## src/hw/afu_consts.svh

```systemverilog
// AFU command front end constants
// Sizes, field widths, command codes and the host credit count

`ifndef AFU_CONSTS_SVH
`define AFU_CONSTS_SVH

// Field widths
`define AFU_ADDR_W 64
`define AFU_SIZE_W 12
`define AFU_TAG_W 8
`define AFU_CU_W 8
`define AFU_CODE_W 13
`define AFU_RSP_W 8
`define AFU_CREDIT_W 9

// Tag pool size
`define AFU_NUM_TAGS 16

// Host command codes, 13 bits wide
`define AFU_CMD_READ 13'h0A00
`define AFU_CMD_WRITE 13'h0D00

// Host grants this many commands after reset
`define AFU_CMD_CREDITS 8

// Queue depths
`define AFU_CMD_Q_DEPTH 16
`define AFU_RSP_Q_DEPTH 16

// Almost-full rises with this many free slots left
`define AFU_ALFULL_ROOM 2

`endif

```

## src/hw/afu_pkg.sv

```systemverilog
// AFU front end types
// Command, host and response lines plus queue status words

`include "afu_consts.svh"

package afu_pkg;

	// Command from a compute unit
	typedef struct packed {
		logic                     valid;
		logic [`AFU_CU_W-1:0]     cu_id;
		logic [`AFU_ADDR_W-1:0]   address;
		logic [`AFU_SIZE_W-1:0]   size;
	} cmd_line_t;

	// Command issued to the host
	typedef struct packed {
		logic                     valid;
		logic [`AFU_TAG_W-1:0]    tag;
		logic [`AFU_CODE_W-1:0]   code;
		logic [`AFU_ADDR_W-1:0]   address;
		logic [`AFU_SIZE_W-1:0]   size;
	} host_cmd_t;

	// Response from the host, credits are returned here
	typedef struct packed {
		logic                     valid;
		logic [`AFU_TAG_W-1:0]    tag;
		logic [`AFU_RSP_W-1:0]    code;
		logic [`AFU_CREDIT_W-1:0] credits;
	} host_rsp_t;

	// Response routed back to a compute unit
	typedef struct packed {
		logic                     valid;
		logic [`AFU_CU_W-1:0]     cu_id;
		logic [`AFU_RSP_W-1:0]    code;
		logic [`AFU_TAG_W-1:0]    tag;
	} rsp_line_t;

	typedef enum logic [0:0] {
		CLASS_READ  = 1'b0,
		CLASS_WRITE = 1'b1
	} cmd_class_t;

	typedef struct packed {
		logic full;
		logic alfull;
		logic empty;
	} queue_status_t;

	typedef struct packed {
		queue_status_t read;
		queue_status_t write;
	} cmd_q_status_t;

endpackage

```

## src/hw/tag_pool.sv

```systemverilog
// Tag pool for outstanding host commands
// Hands out the lowest free tag, records class and cu id per tag,
// and routes host responses back to the queue of their class

`timescale 1ns/1ps

`include "afu_consts.svh"

module tag_pool
	import afu_pkg::*;
(
	input  logic                     clock,
	input  logic                     rstn,
	input  logic                     alloc,
	input  cmd_class_t               alloc_class,
	input  logic [`AFU_CU_W-1:0]     alloc_cu_id,
	input  host_rsp_t                response,
	output logic [`AFU_TAG_W-1:0]    free_tag,
	output logic                     tag_ready,
	output rsp_line_t                rsp_line,
	output logic                     read_rsp_push,
	output logic                     write_rsp_push,
	output logic [`AFU_CREDIT_W-1:0] credit_return
);

	localparam int NUM_TAGS = `AFU_NUM_TAGS;
	localparam int IDX_W    = $clog2(NUM_TAGS);
	localparam int TAG_W    = `AFU_TAG_W;

	logic [NUM_TAGS-1:0]  busy;
	logic [NUM_TAGS-1:0]  busy_next;
	logic [IDX_W-1:0]     free_idx;
	logic [IDX_W-1:0]     resp_idx;

	// Per-tag record
	cmd_class_t           tag_class [NUM_TAGS];
	logic [`AFU_CU_W-1:0] tag_cu    [NUM_TAGS];

////////////////////////////////
// Free tag search
////////////////////////////////

	// Lowest clear bit wins
	always_comb begin
		free_idx = '0;
		for (int i = NUM_TAGS - 1; i >= 0; i--) begin
			if (!busy[i]) begin
				free_idx = IDX_W'(i);
			end
		end
	end

	assign free_tag  = TAG_W'(free_idx);
	assign tag_ready = ~&busy;
	assign resp_idx  = response.tag[IDX_W-1:0];

////////////////////////////////
// Busy bitmap and records
////////////////////////////////

	always_comb begin
		busy_next = busy;
		if (alloc) begin
			busy_next[free_idx] = 1'b1;
		end
		// Freed tags show up as free one cycle later
		if (response.valid) begin
			busy_next[resp_idx] = 1'b0;
		end
	end

	always_ff @(posedge clock) begin
		if (alloc) begin
			tag_class[free_idx] <= alloc_class;
			tag_cu[free_idx]    <= alloc_cu_id;
		end
	end

////////////////////////////////
// Response routing
////////////////////////////////

	always_ff @(posedge clock or negedge rstn) begin
		if (!rstn) begin
			busy           <= '0;
			rsp_line       <= '0;
			read_rsp_push  <= 1'b0;
			write_rsp_push <= 1'b0;
			credit_return  <= '0;
		end else begin
			busy           <= busy_next;
			rsp_line       <= '0;
			read_rsp_push  <= 1'b0;
			write_rsp_push <= 1'b0;
			credit_return  <= '0;
			if (response.valid) begin
				rsp_line.valid <= 1'b1;
				rsp_line.cu_id <= tag_cu[resp_idx];
				rsp_line.code  <= response.code;
				rsp_line.tag   <= response.tag;
				read_rsp_push  <= (tag_class[resp_idx] == CLASS_READ);
				write_rsp_push <= (tag_class[resp_idx] == CLASS_WRITE);
				credit_return  <= response.credits;
			end
		end
	end

	a_alloc_ready: assert property (@(posedge clock) disable iff (!rstn) alloc |-> tag_ready)
		else $error("tag allocated with no free tag");
	a_rsp_busy: assert property (@(posedge clock) disable iff (!rstn)
		response.valid |-> busy[resp_idx])
		else $error("response for a tag that is not outstanding");

endmodule

```

## config.mk

```make
export PLATFORM = sky130hd
export DESIGN_NAME = tag_pool
export DESIGN_NICKNAME = d
export VERILOG_FILES = /design/src/hw/afu_pkg.sv /design/src/hw/tag_pool.sv
export VERILOG_INCLUDE_DIRS = /design/src /design/src/hw
export SDC_FILE = /design/constraint.sdc
export NUM_CORES = 1
export LEC_CHECK = 0
export ABC_CLOCK_PERIOD_IN_PS = 6650
export BUFFER_PORTS_ARGS = -buffer_cell sky130_fd_sc_hd__buf_2
export CELL_PAD_IN_SITES_DETAIL_PLACEMENT = 1
export CELL_PAD_IN_SITES_GLOBAL_PLACEMENT = 2
export CORE_ASPECT_RATIO = 2
export CORE_MARGIN = 10
export CORE_UTILIZATION = 30
export CTS_CLUSTER_DIAMETER = 200
export CTS_CLUSTER_SIZE = 28
export DETAILED_ROUTE_END_ITERATION = 10
export GPL_TIMING_DRIVEN = 0
export PLACE_DENSITY = 0.6
export RECOVER_POWER = 25
export SYNTH_ARGS = -nofsm -noshare
export SYNTH_HDL_FRONTEND = slang
export SYNTH_SLANG_ARGS = --single-unit
```

## constraint.sdc

```tcl
create_clock -name clock -period 6.65 [get_ports clock]
set_input_delay 0.3325 -clock clock [delete_from_list [all_inputs] [get_ports clock]]
set_output_delay 0.3325 -clock clock [all_outputs]
set_load 0.02 [all_outputs]
```

== After elaboration in Yosys (flattened, before gate mapping) ==
Memory sizes are Yosys's and may differ from the RTL's.
Index checks and enable logic that the tools add are counted.

* Register bits after elaboration: 52
* RAM bits: 144
* Input bits: 38
* Output and inout bits: 45
* Logic and storage cells: 50
* Memories kept: 2

* $lt $le $gt $ge: 4
* Mux-type cells: 28
* Bitwise gates (word level): 4
* Reduce and logical (&&, ||, !) cells: 4

{| class="wikitable"
|+ Memory list
! name !! words !! width !! read ports !! clocked after Yosys merged registers in !! write ports !! RTL line !! RTL
|-
| tag_cu || 16 || 8 || 1 || 0 || 1 || tag_pool.sv:37 || <nowiki>logic [`AFU_CU_W-1:0] tag_cu [NUM_TAGS];</nowiki>
|-
| tag_class || 16 || 1 || 1 || 0 || 1 || tag_pool.sv:36 || <nowiki>cmd_class_t tag_class [NUM_TAGS];</nowiki>
|}

{| class="wikitable"
|+ Operators with widths
! operator !! number
|-
| $mux 4 || 16
|-
| $mux 16 || 2
|-
| $mux 25 || 1
|-
| $and 16x16->16 || 1
|-
| $not 16->16 || 1
|-
| $or 16x16->16 || 1
|-
| $reduce_and 16->1 || 1
|-
| $lt 4x5->1 const B || 2
|-
| $mux 9 || 1
|-
| $demux 1 s4 || 2
|-
| $ge 4x1->1 const B || 2
|-
| $mux 1 || 6
|-
| $logic_and 1x1->1 || 2
|-
| $logic_not 1->1 || 1
|-
| $not 1->1 || 1
|}

== Depth between registers and ports, before layout ==
Gate-level depths: netlist of run 1.

* Depth after elaboration: 24
* Mapped depth: 8
* Mapped depth without buffers: 6

== Least setup slack after synthesis of run 1 ==
OpenSTA, ideal clock, no wires.

* Kind: register to register
* From: reg busy[0]
* To: mem tag_class[2] (netlist bit) (enable)
* Library setup time: 0.387 ns
* Arrival: 1.919 ns
* Data required time: 6.263 ns
* Setup slack: 4.345 ns
* Cell stages (with the launch flop): 9
* Buffers on the path: 2
* Period minus slack after synthesis: 2.305 ns
* Path through: dfrtp_1 -> buf_4 -> nand2_2 -> a311oi_2 -> a21oi_2 -> buf_6 -> inv_4 -> nand2_1 -> nor3_1

* Cells in the longest elaborated chain, start to end: 1

{| class="wikitable"
|+ Ends and longest elaborated chain
! item !! RTL line !! RTL
|-
| start: declaration || tag_pool.sv:30 || <nowiki>logic [NUM_TAGS-1:0] busy;</nowiki>
|-
| start signal: assignment || tag_pool.sv:91 || <nowiki>busy <= busy_next;</nowiki>
|-
| $mux 4 || tag_pool.sv:47 || <nowiki>if (!busy[i]) begin</nowiki>
|-
| net free_tag[1] || tag_pool.sv:18 || <nowiki>output logic [`AFU_TAG_W-1:0] free_tag,</nowiki>
|-
| end: declaration || tag_pool.sv:36 ||
|}

The timed path passes the listed nets, and every way through them passes these cells.

== Final worst setup path of run 1 ==
* From: reg busy[11]
* To: mem tag_cu[4][0] (netlist bit) (enable)

* Cells in the longest elaborated chain, start to end: 12

{| class="wikitable"
|+ Ends and longest elaborated chain
! item !! RTL line
|-
| $mux 4 (12 in series) || tag_pool.sv:47
|-
| end: declaration || tag_pool.sv:37
|}

Every way passes these cells.

==> impl_metrics.py, run 1 <==
metrics = {
    "global_route": {
        "grt_pass1_wl_um": 29800,
        "grt_pass1_vias": 4684,
        "overflow": 0,
        "grt_max_degree": 53,
        "antenna_found_initial": 0,
        "grt_usage": 0.124,
    },
    "logic_synthesis": {
        "dominantRegCellSynth": "edfxtp_1",
        "yosys.area.top_type_share": 0.558,
        "synth_seq_cells": 196,
        "synth_top_cells_by_area": "edfxtp_1, dfrtp_1, mux4_2",
        "synth_edf_count": 144,
        "synthArstFlopShare": 0.265,
        "syn_inst": 425,
        "ys_seq_area_frac": 0.726,
        "synth_top_area_cell": "edfxtp_1",
        "yosysWarningCount": 0,
        "avgSynthCellArea_sq_um": 18.2,
        "yosys-top-cells-count": "edfxtp_1, dfrtp_1, mux4_2",
        "syn-cell-area_sq_um": 7750,
        "synth_most_common_cell": "edfxtp_1",
        "ys_types": 51,
    },
    "clocking": {
        "cts.root.buffer_cell": "clkbuf_16",
        "cts_resized": 0,
        "cts_inserted_buffers": 17,
        "cts_tree": "built",
        "clkLatencyLatePin_ps": 440,
        "cts_setup_buffers": 0,
        "clk_path_buf_depth": 2,
        "cts_hold_buffers": 0,
        "clkSlewWorstSetupHoldPaths_ps": 70,
        "cts_sinks": 196,
        "h-tree-depth": 4,
    },
    "placed_design": {
        "gp_routability_congestion": 0.851,
        "io_buffers": 77,
        "dp_hpwl_um": 14800,
        "placed_cells": 850,
    },
    "cells_and_area": {
        "drive_above_1_share": 0.338,
        "area_growth_pct": 19.8,
        "n_antenna_cell": 0,
        "fin_nets": 569,
        "utilization": 0.363,
        "instances_no_fill": 884,
    },
    "sta": {
        "relSlewSlack": 0.124,
        "setup_violations": 0,
        "clock_skew_ps": 10.5,
        "min_period_ps": 2940,
        "worst_pin_slew_ps": 1310,
        "slew_viol_final": 0,
        "max_freq_mhz": 340,
        "hold_violations": 0,
        "finalSetupTns_ps": 0,
        "rsz0062_at_grt": "no",
        "hold_ws_ps": 53.8,
        "post-route-period-util": 0.443,
    },
    "route": {
        "drc": 0,
        "routed_wl_um": 20200,
        "drt_iter0_markers": 258,
        "viasPerCell": 4.74,
        "postRouteAntennaNets": 0,
        "first_pass_iters": 4,
        "vias": 4188,
        "routedWlPerCell_um": 22.9,
    },
    "power": {
        "power_frac_seq": 0.474,
        "clkPwrFrac": 0.324,
        "p_per_area_nw_per_um2": 348,
        "total_power_mw": 3.23,
        "switching_share": 0.303,
        "leakagePower_nw": 3.38,
        "p_switching_uw": 979,
        "internal_power_mw": 2.25,
        "p_comb_frac": 0.202,
        "max-vdd-ir-drop_v": 0.000186,
    },
    "floorplanning": {
        "die_area_sq_um": 33000,
        "rows": 83,
        "start_util": 0.303,
        "pin_count": 83,
        "die_h_um": 247,
        "dieWidth_um": 134,
        "core_sq_um": 25500,
    },
    "run": {
        "maxCapViolations": 0,
    },
    "worst_setup_path": {
        "arrival_ps": 3000,
        "path_max_fanout": 9,
        "required_ps": 6700,
        "startpoint_type": "flop",
        "crit_path_end_kind": "flop",
        "path_class": "reg -> reg",
    },
    "worst_hold_path": {
        "min_path_type": "in -> reg",
    },
    "run_status": {
        "status": "finished, final reports clean",
    },
}
[routing by layer]
| layer | wire, um | GRT usage | vias to the layer above |
|---|---|---|---|
| met5 | 0 | 0 | - |
| met4 | 499 | 0.0553 | 0 |
| met3 | 743 | 0.0301 | 29 |
| met2 | 12200 | 0.251 | 92 |
| met1 | 6810 | 0.111 | 2200 |
| li1 | - | - | 1867 |
[registers in the layout, indices dropped and copies added (netlist names)]
signal          count
credit_return       9
busy               16
tag_class          16
write_rsp_push      1
read_rsp_push       1
rsp_line           25
tag_cu            128
[worst paths after layout]
| check | startpoint | endpoint | slack [ps] | cells after the start |
|---|---|---|---|---|
| setup / recovery | busy[11]$_DFF_PN0_ | tag_cu[4][0]$_DFFE_PP_ | 3710 | 5 |
| hold / removal | response[25] | rsp_line[24]$_DFF_PN0_ | 50 | 1 |
| setup reg to reg | busy[11]$_DFF_PN0_ | tag_cu[4][0]$_DFFE_PP_ | 3710 | 5 |
| hold reg to reg | busy[14]$_DFF_PN0_ | busy[14]$_DFF_PN0_ | 560 | 1 |
| max in group asynchronous | rstn | rsp_line[12]$_DFF_PN0_ | 5760 | 1 |
| min in group asynchronous | rstn | busy[1]$_DFF_PN0_ | 140 | 1 |
[area by class of cell]
class	count	area (sq um)
clock inverters	15	175
multi-input cells	201	2010
repair buffers	84	442
flip-flops and latches	196	5630
well taps	340	425
fillers	2606	16300
clock buffers	17	425
plain buffers	24	154
inverters	7	28.8
[worst max-delay path: stages, from the launching register on]
cell and delay, ps:
dfrtp_1 490, inv_1 70, o221a_2 340, o211ai_1 410, a21boi_1 220, nor2_1 1010
[power by group through the flow]
stage	Clock (mW)	Sequential [mW]	Combinational, mW
2_1_floorplan	0	1.55	0.393
3_3_place_gp	0	1.55	0.619
3_5_place_dp	0	1.56	0.663
4_1_cts	1.07	1.53	0.665
5_1_grt	1.12	1.54	0.712
6_report	1.04	1.53	0.653
[through the flow]
step	area, sq um	setup WS, ps
finish	9280	3710
detailed placement	8670	3630
floorplan	7760	4340
CTS	9270	3620
global route	9280	3540
global placement	8570	3150
[kinds of logic after synthesis]
family / share of synthesized area
mux: 0.130
other cells: 0.000484
flops: 0.726
compound gates: 0.0522
buf+inv: 0.0236
simple gates: 0.0682
[layout by cell type, fill, tap and decap left out, types with 3 or more instances in the layout]
cell type     n
buf_2        74
a31oi_1       6
buf_6         8
clkbuf_16    17
buf_4        10
nand3_1       7
nor2_1       12
mux4_2       33
nand4_1       4
inv_6         3
and3_1        3
nor2b_1       6
inv_1         6
o21ai_1       4
nand2b_1      3
edfxtp_1    144
mux4_1        3
and2_1       25
nor3_2        7
mux2i_1      17
nand2_1      14
clkbuf_1     14
dfrtp_1      52
o22ai_1       8
a21oi_1      12
clkinvlp_4    3
conb_1        4
Note: power is estimated with default switching activity, not from simulation.
==> inputs of run 2 (changes only) <==
Settings changed: ABC_CLOCK_PERIOD_IN_PS 6650 to 3100.
Clock period 6.65 ns to 3.1 ns, I/O delays scaled along.
==> run 2 against run 1 <==
Against the previous run:
- clock power rose by 120%
- final cell count rose by 2.6%
- cell area rose by 2.5%
- sequential cell count did not move
- wire length rose by 1.2%
- critical path depth did not move
- utilization rose by 0.92 points
- sequential share of layout area fell by 1.5 points
- largest cell class unchanged
- largest power group unchanged
==> impl_metrics.py, run 2 (same netlist as run 1, synthesis figures left out) <==
metrics = {
    "run_status": {
        "status": "finished, final reports clean",
    },
    "clocking": {
        "h-tree-depth": 4,
        "clkLatencyLatePin_ps": 440,
        "cts_inserted_buffers": 17,
        "cts_tree": "built",
        "cts.root.buffer_cell": "clkbuf_16",
        "clkSlewWorstSetupHoldPaths_ps": 70,
        "cts_sinks": 196,
        "clk_path_buf_depth": 2,
    },
    "route": {
        "routedWlPerCell_um": 22.6,
        "drt_iter0_markers": 270,
        "drc": 0,
        "postRouteAntennaNets": 0,
        "first_pass_iters": 6,
        "vias": 4275,
        "routed_wl_um": 20500,
        "viasPerCell": 4.71,
    },
    "cells_and_area": {
        "area_growth_pct": 22.9,
        "reg_top3": "tag_cu (128), rsp_line (25)",
        "layout_commonest_cell": "edfxtp_1",
        "drive_above_1_share": 0.328,
        "n_antenna_cell": 0,
        "fin_nets": 592,
        "top_register": "tag_cu",
        "largest_reg_flops": 128,
        "final_cell_mix": "edfxtp_1, buf_2, dfrtp_1, mux4_2, and2_1",
        "fill_cells": 2596,
        "instances_no_fill": 907,
    },
    "power": {
        "p_per_area_nw_per_um2": 730,
        "leakagePower_nw": 3.48,
        "max-vdd-ir-drop_v": 0.000404,
    },
    "sta": {
        "rsz0062_at_grt": "no",
        "clock_skew_ps": 9.27,
        "min_period_ps": 2930,
        "hold_violations": 0,
        "relSlewSlack": 0.121,
        "max_freq_mhz": 341,
        "worst_pin_slew_ps": 1310,
        "post-route-period-util": 0.945,
        "hold_ws_ps": 62.1,
        "finalSetupTns_ps": 0,
        "slew_viol_final": 0,
        "setup_violations": 0,
    },
    "worst_setup_path": {
        "path_class": "reg -> reg",
        "crit_path_end_kind": "flop",
        "required_ps": 3160,
        "startpoint_type": "flop",
        "arrival_ps": 2990,
        "ff2ff_setup_slack_ps": 170,
        "path_max_fanout": 9,
    },
    "global_route": {
        "grt_pass1_vias": 4773,
        "grt_usage": 0.126,
        "antenna_found_initial": 0,
        "grt_pass1_wl_um": 30200,
        "overflow": 0,
        "grt_max_degree": 53,
    },
    "floorplanning": {
        "start_util": 0.303,
        "core_sq_um": 25500,
        "dieWidth_um": 134,
        "pin_count": 83,
        "rows": 83,
        "die_area_sq_um": 33000,
        "die_h_um": 247,
    },
    "worst_hold_path": {
        "min_path_type": "in -> reg",
    },
    "placed_design": {
        "gp_routability_congestion": 0.851,
        "placed_cells": 850,
        "dp_hpwl_um": 14800,
        "io_buffers": 77,
    },
    "run": {
        "maxCapViolations": 0,
    },
}
-- run 2: area by class of cell --
type / count / area (sq um) / share of cell area
Multi-Input combinational cell: 201 / 2010 / 0.211
Buffer: 24 / 154 / 0.0162
Clock buffer: 17 / 425 / 0.0447
Inverter: 7 / 28.8 / 0.00302
Sequential cell: 196 / 5630 / 0.591
Clock inverter: 15 / 175 / 0.0184
Tap cell: 340 / 425 / 0.0447
Timing Repair Buffer: 107 / 673 / 0.0707
-- run 2: critical path, stage by stage, from the launching register on --
cell      delay [ps]
dfrtp_1          480
inv_1             70
o221a_2          340
o211ai_1         410
a21boi_1         230
nor2_1          1010
-- run 2: power breakdown --
part           switching [mW]  internal (mW)  total (mW)
combinational           0.934          0.494        1.43
sequential              0.141           3.14        3.28
clock                    1.03           1.21        2.24
total                    2.11           4.84        6.95
-- run 2: worst paths after layout --
| path | start | endpoint | cells after the start |
|---|---|---|---|
| max | busy[11]$_DFF_PN0_ | tag_cu[8][2]$_DFFE_PP_ | 5 |
| max reg2reg | busy[11]$_DFF_PN0_ | tag_cu[8][2]$_DFFE_PP_ | 5 |
| min reg2reg | busy[14]$_DFF_PN0_ | busy[14]$_DFF_PN0_ | 1 |
| min | alloc | busy[0]$_DFF_PN0_ | 3 |
| min in group asynchronous | rstn | credit_return[6]$_DFF_PN0_ | 2 |
| max in group asynchronous | rstn | rsp_line[12]$_DFF_PN0_ | 2 |
-- run 2: stage by stage --
stage | total power, mW | utilization | setup slack, ps | instance area (sq um)
floorplan | 4.16 | - | 795 | 7760
global placement | 4.65 | 0.335 | -402 | 8570
detailed placement | 4.76 | 0.339 | 83.3 | 8670
CTS | 7.03 | 0.372 | 68.2 | 9500
global route | 7.26 | 0.373 | 41.8 | 9520
finish | 6.95 | 0.373 | 170 | 9520
-- run 2: repair_timing --
action                                  CTS  global route
setup buffers                             0             0
endpoints found under the setup margin    0             1
hold endpoints to repair                 40             0
resized for setup                         0             1
hold buffers                             23             0
-- run 2: per-layer routing --
layer  vias to the layer above  routed length (um)  track usage
met4                         0                 501       0.0553
met5                         -                   0            0
met1                      2234                6950        0.114
met2                       100               12300        0.252
met3                        28                 749       0.0291
li1                       1913                   -            -
==> inputs of run 3 (changes only) <==
Settings changed: CTS_BUF_LIST from default to sky130_fd_sc_hd__clkbuf_2 sky130_fd_sc_hd__clkbuf_4 sky130_fd_sc_hd__clkbuf_8.
==> run 3 against run 2 <==
Against the previous run:
- critical path depth unchanged
- wire length down 0.23%
- clock skew up 3.8 ps
==> impl_metrics.py, run 3 (same netlist as run 1, synthesis figures left out) <==
metrics = {
    "run_status": {
        "status": "finished, final reports clean",
    },
    "cells_and_area": {
        "utilization": 0.366,
        "multiInputGateArea_sq_um": 2010,
        "regArea_sq_um": 5630,
        "largest_reg_flops": 128,
        "top_register": "tag_cu",
        "fin_nets": 593,
        "fill_cells": 2619,
        "final_area_sq_um": 9340,
        "drive_above_1_share": 0.327,
        "area_growth_pct": 20.6,
        "layout_commonest_cell": "edfxtp_1",
        "final_cell_mix": "edfxtp_1, buf_2, dfrtp_1, mux4_2, and2_1",
        "reg_top3": "tag_cu (128), rsp_line (25)",
    },
    "floorplanning": {
        "dieWidth_um": 134,
        "die_h_um": 247,
        "die_area_sq_um": 33000,
        "pin_count": 83,
        "start_util": 0.303,
        "core_sq_um": 25500,
        "rows": 83,
    },
    "worst_setup_path": {
        "crit_path_end_kind": "flop",
        "startpoint_type": "flop",
        "arrival_ps": 3030,
        "required_ps": 3200,
        "path_max_fanout": 9,
        "path_cells": "inv_1, o221a_2, o211ai_1, a21boi_1, nor2_1",
        "cp_slowest_cell": "nor2_1",
        "cpPeakStageDelay_ps": 970,
        "path_class": "reg -> reg",
    },
    "placed_design": {
        "io_buffers": 77,
        "placed_area_sq_um": 8670,
        "dp_hpwl_um": 14800,
        "gp_routability_congestion": 0.851,
    },
    "route": {
        "first_pass_iters": 4,
        "drc": 0,
        "postRouteAntennaNets": 0,
        "drt_iter0_markers": 216,
        "viasPerCell": 4.70,
        "routed_wl_um": 20400,
        "vias": 4275,
        "routedWlPerCell_um": 22.5,
    },
    "sta": {
        "hold_violations": 0,
        "slew_viol_final": 0,
        "relSlewSlack": 0.132,
        "clock_skew_ps": 13.0,
        "post-route-period-util": 0.944,
        "max_freq_mhz": 342,
        "rsz0062_at_grt": "no",
        "setup_violations": 0,
        "finalSetupTns_ps": 0,
        "worst_pin_slew_ps": 1300,
        "min_period_ps": 2930,
    },
    "worst_hold_path": {
        "min_path_type": "in -> reg",
    },
    "global_route": {
        "grt_max_degree": 53,
        "grt_pass1_wl_um": 30300,
        "antenna_found_initial": 0,
        "grt_usage": 0.126,
        "overflow": 0,
        "grt_pass1_vias": 4757,
    },
    "clocking": {
        "cts_tree": "built",
        "cts_sinks": 196,
        "clk_path_buf_depth": 2,
        "cts.root.buffer_cell": "clkbuf_8",
        "cts_inserted_buffers": 17,
        "clkLatencyLatePin_ps": 490,
        "h-tree-depth": 4,
        "clkSlewWorstSetupHoldPaths_ps": 100,
    },
    "power": {
        "leakagePower_nw": 3.40,
        "max-vdd-ir-drop_v": 0.000258,
        "p_per_area_nw_per_um2": 685,
    },
    "run": {
        "maxCapViolations": 0,
    },
}
run 3: path summary, 6_finish.rpt:
path,slack (ps),to,startpoint,depth (start not counted)
max,170,tag_cu[12][2]$_DFFE_PP_,busy[11]$_DFF_PN0_,5
min,60,tag_cu[9][5]$_DFFE_PP_,alloc_cu_id[5],1
min reg2reg,560,busy[14]$_DFF_PN0_,busy[14]$_DFF_PN0_,1
max reg2reg,170,tag_cu[12][2]$_DFFE_PP_,busy[11]$_DFF_PN0_,5
max in group asynchronous,1910,rsp_line[12]$_DFF_PN0_,rstn,2
min in group asynchronous,460,rsp_line[20]$_DFF_PN0_,rstn,2
run 3: what timing repair did:
action,in CTS,in global routing
setup endpoints to repair,0,9
hold buffers,24,0
hold endpoints to repair,76,0
setup buffers,0,0
resized for setup,0,1
run 3: critical path: cells and delay by family, from the launching register on:
kind | cells | cell delay (ps)
and+or+nand+nor | 1 | 970
buffers and inverters | 1 | 70
AOI/OAI and AO/OA | 3 | 980
DFF | 1 | 510
run 3: cell type report:
class                           instances  area share
Antenna cell                            1    0.000268
Clock buffer                           17      0.0250
Inverter                                7     0.00308
Multi-Input combinational cell        201       0.215
Sequential cell                       196       0.602
Tap cell                              340      0.0455
Buffer                                 24      0.0165
Timing Repair Buffer                  108      0.0735
Clock inverter                         15      0.0187
run 3: power by group:
part           internal [mW]  leakage, nW  switching (mW)
Combinational          0.496         1.25           0.934
Sequential              3.13         1.95           0.141
Clock                  0.739        0.200           0.958
Total                   4.37         3.40            2.03
run 3: layer usage:
| metal | share of wire | global-route usage |
|---|---|---|
| met1 | 0.34 | 0.115 |
| met2 | 0.60 | 0.254 |
| met3 | 0.036 | 0.0293 |
| met4 | 0.023 | 0.0505 |
| met5 | 0 | 0 |
run 3: through the flow:
step	hold WS, ps	setup WS, ps	power [mW]	instances
after floorplan	-141	795	4.16	428
after global placement	314	-402	4.65	845
after detailed placement	308	83.3	4.76	850
after CTS	10.5	56.7	6.49	906
after global routing	48.2	55.6	6.72	908
final	56.6	174	6.40	909
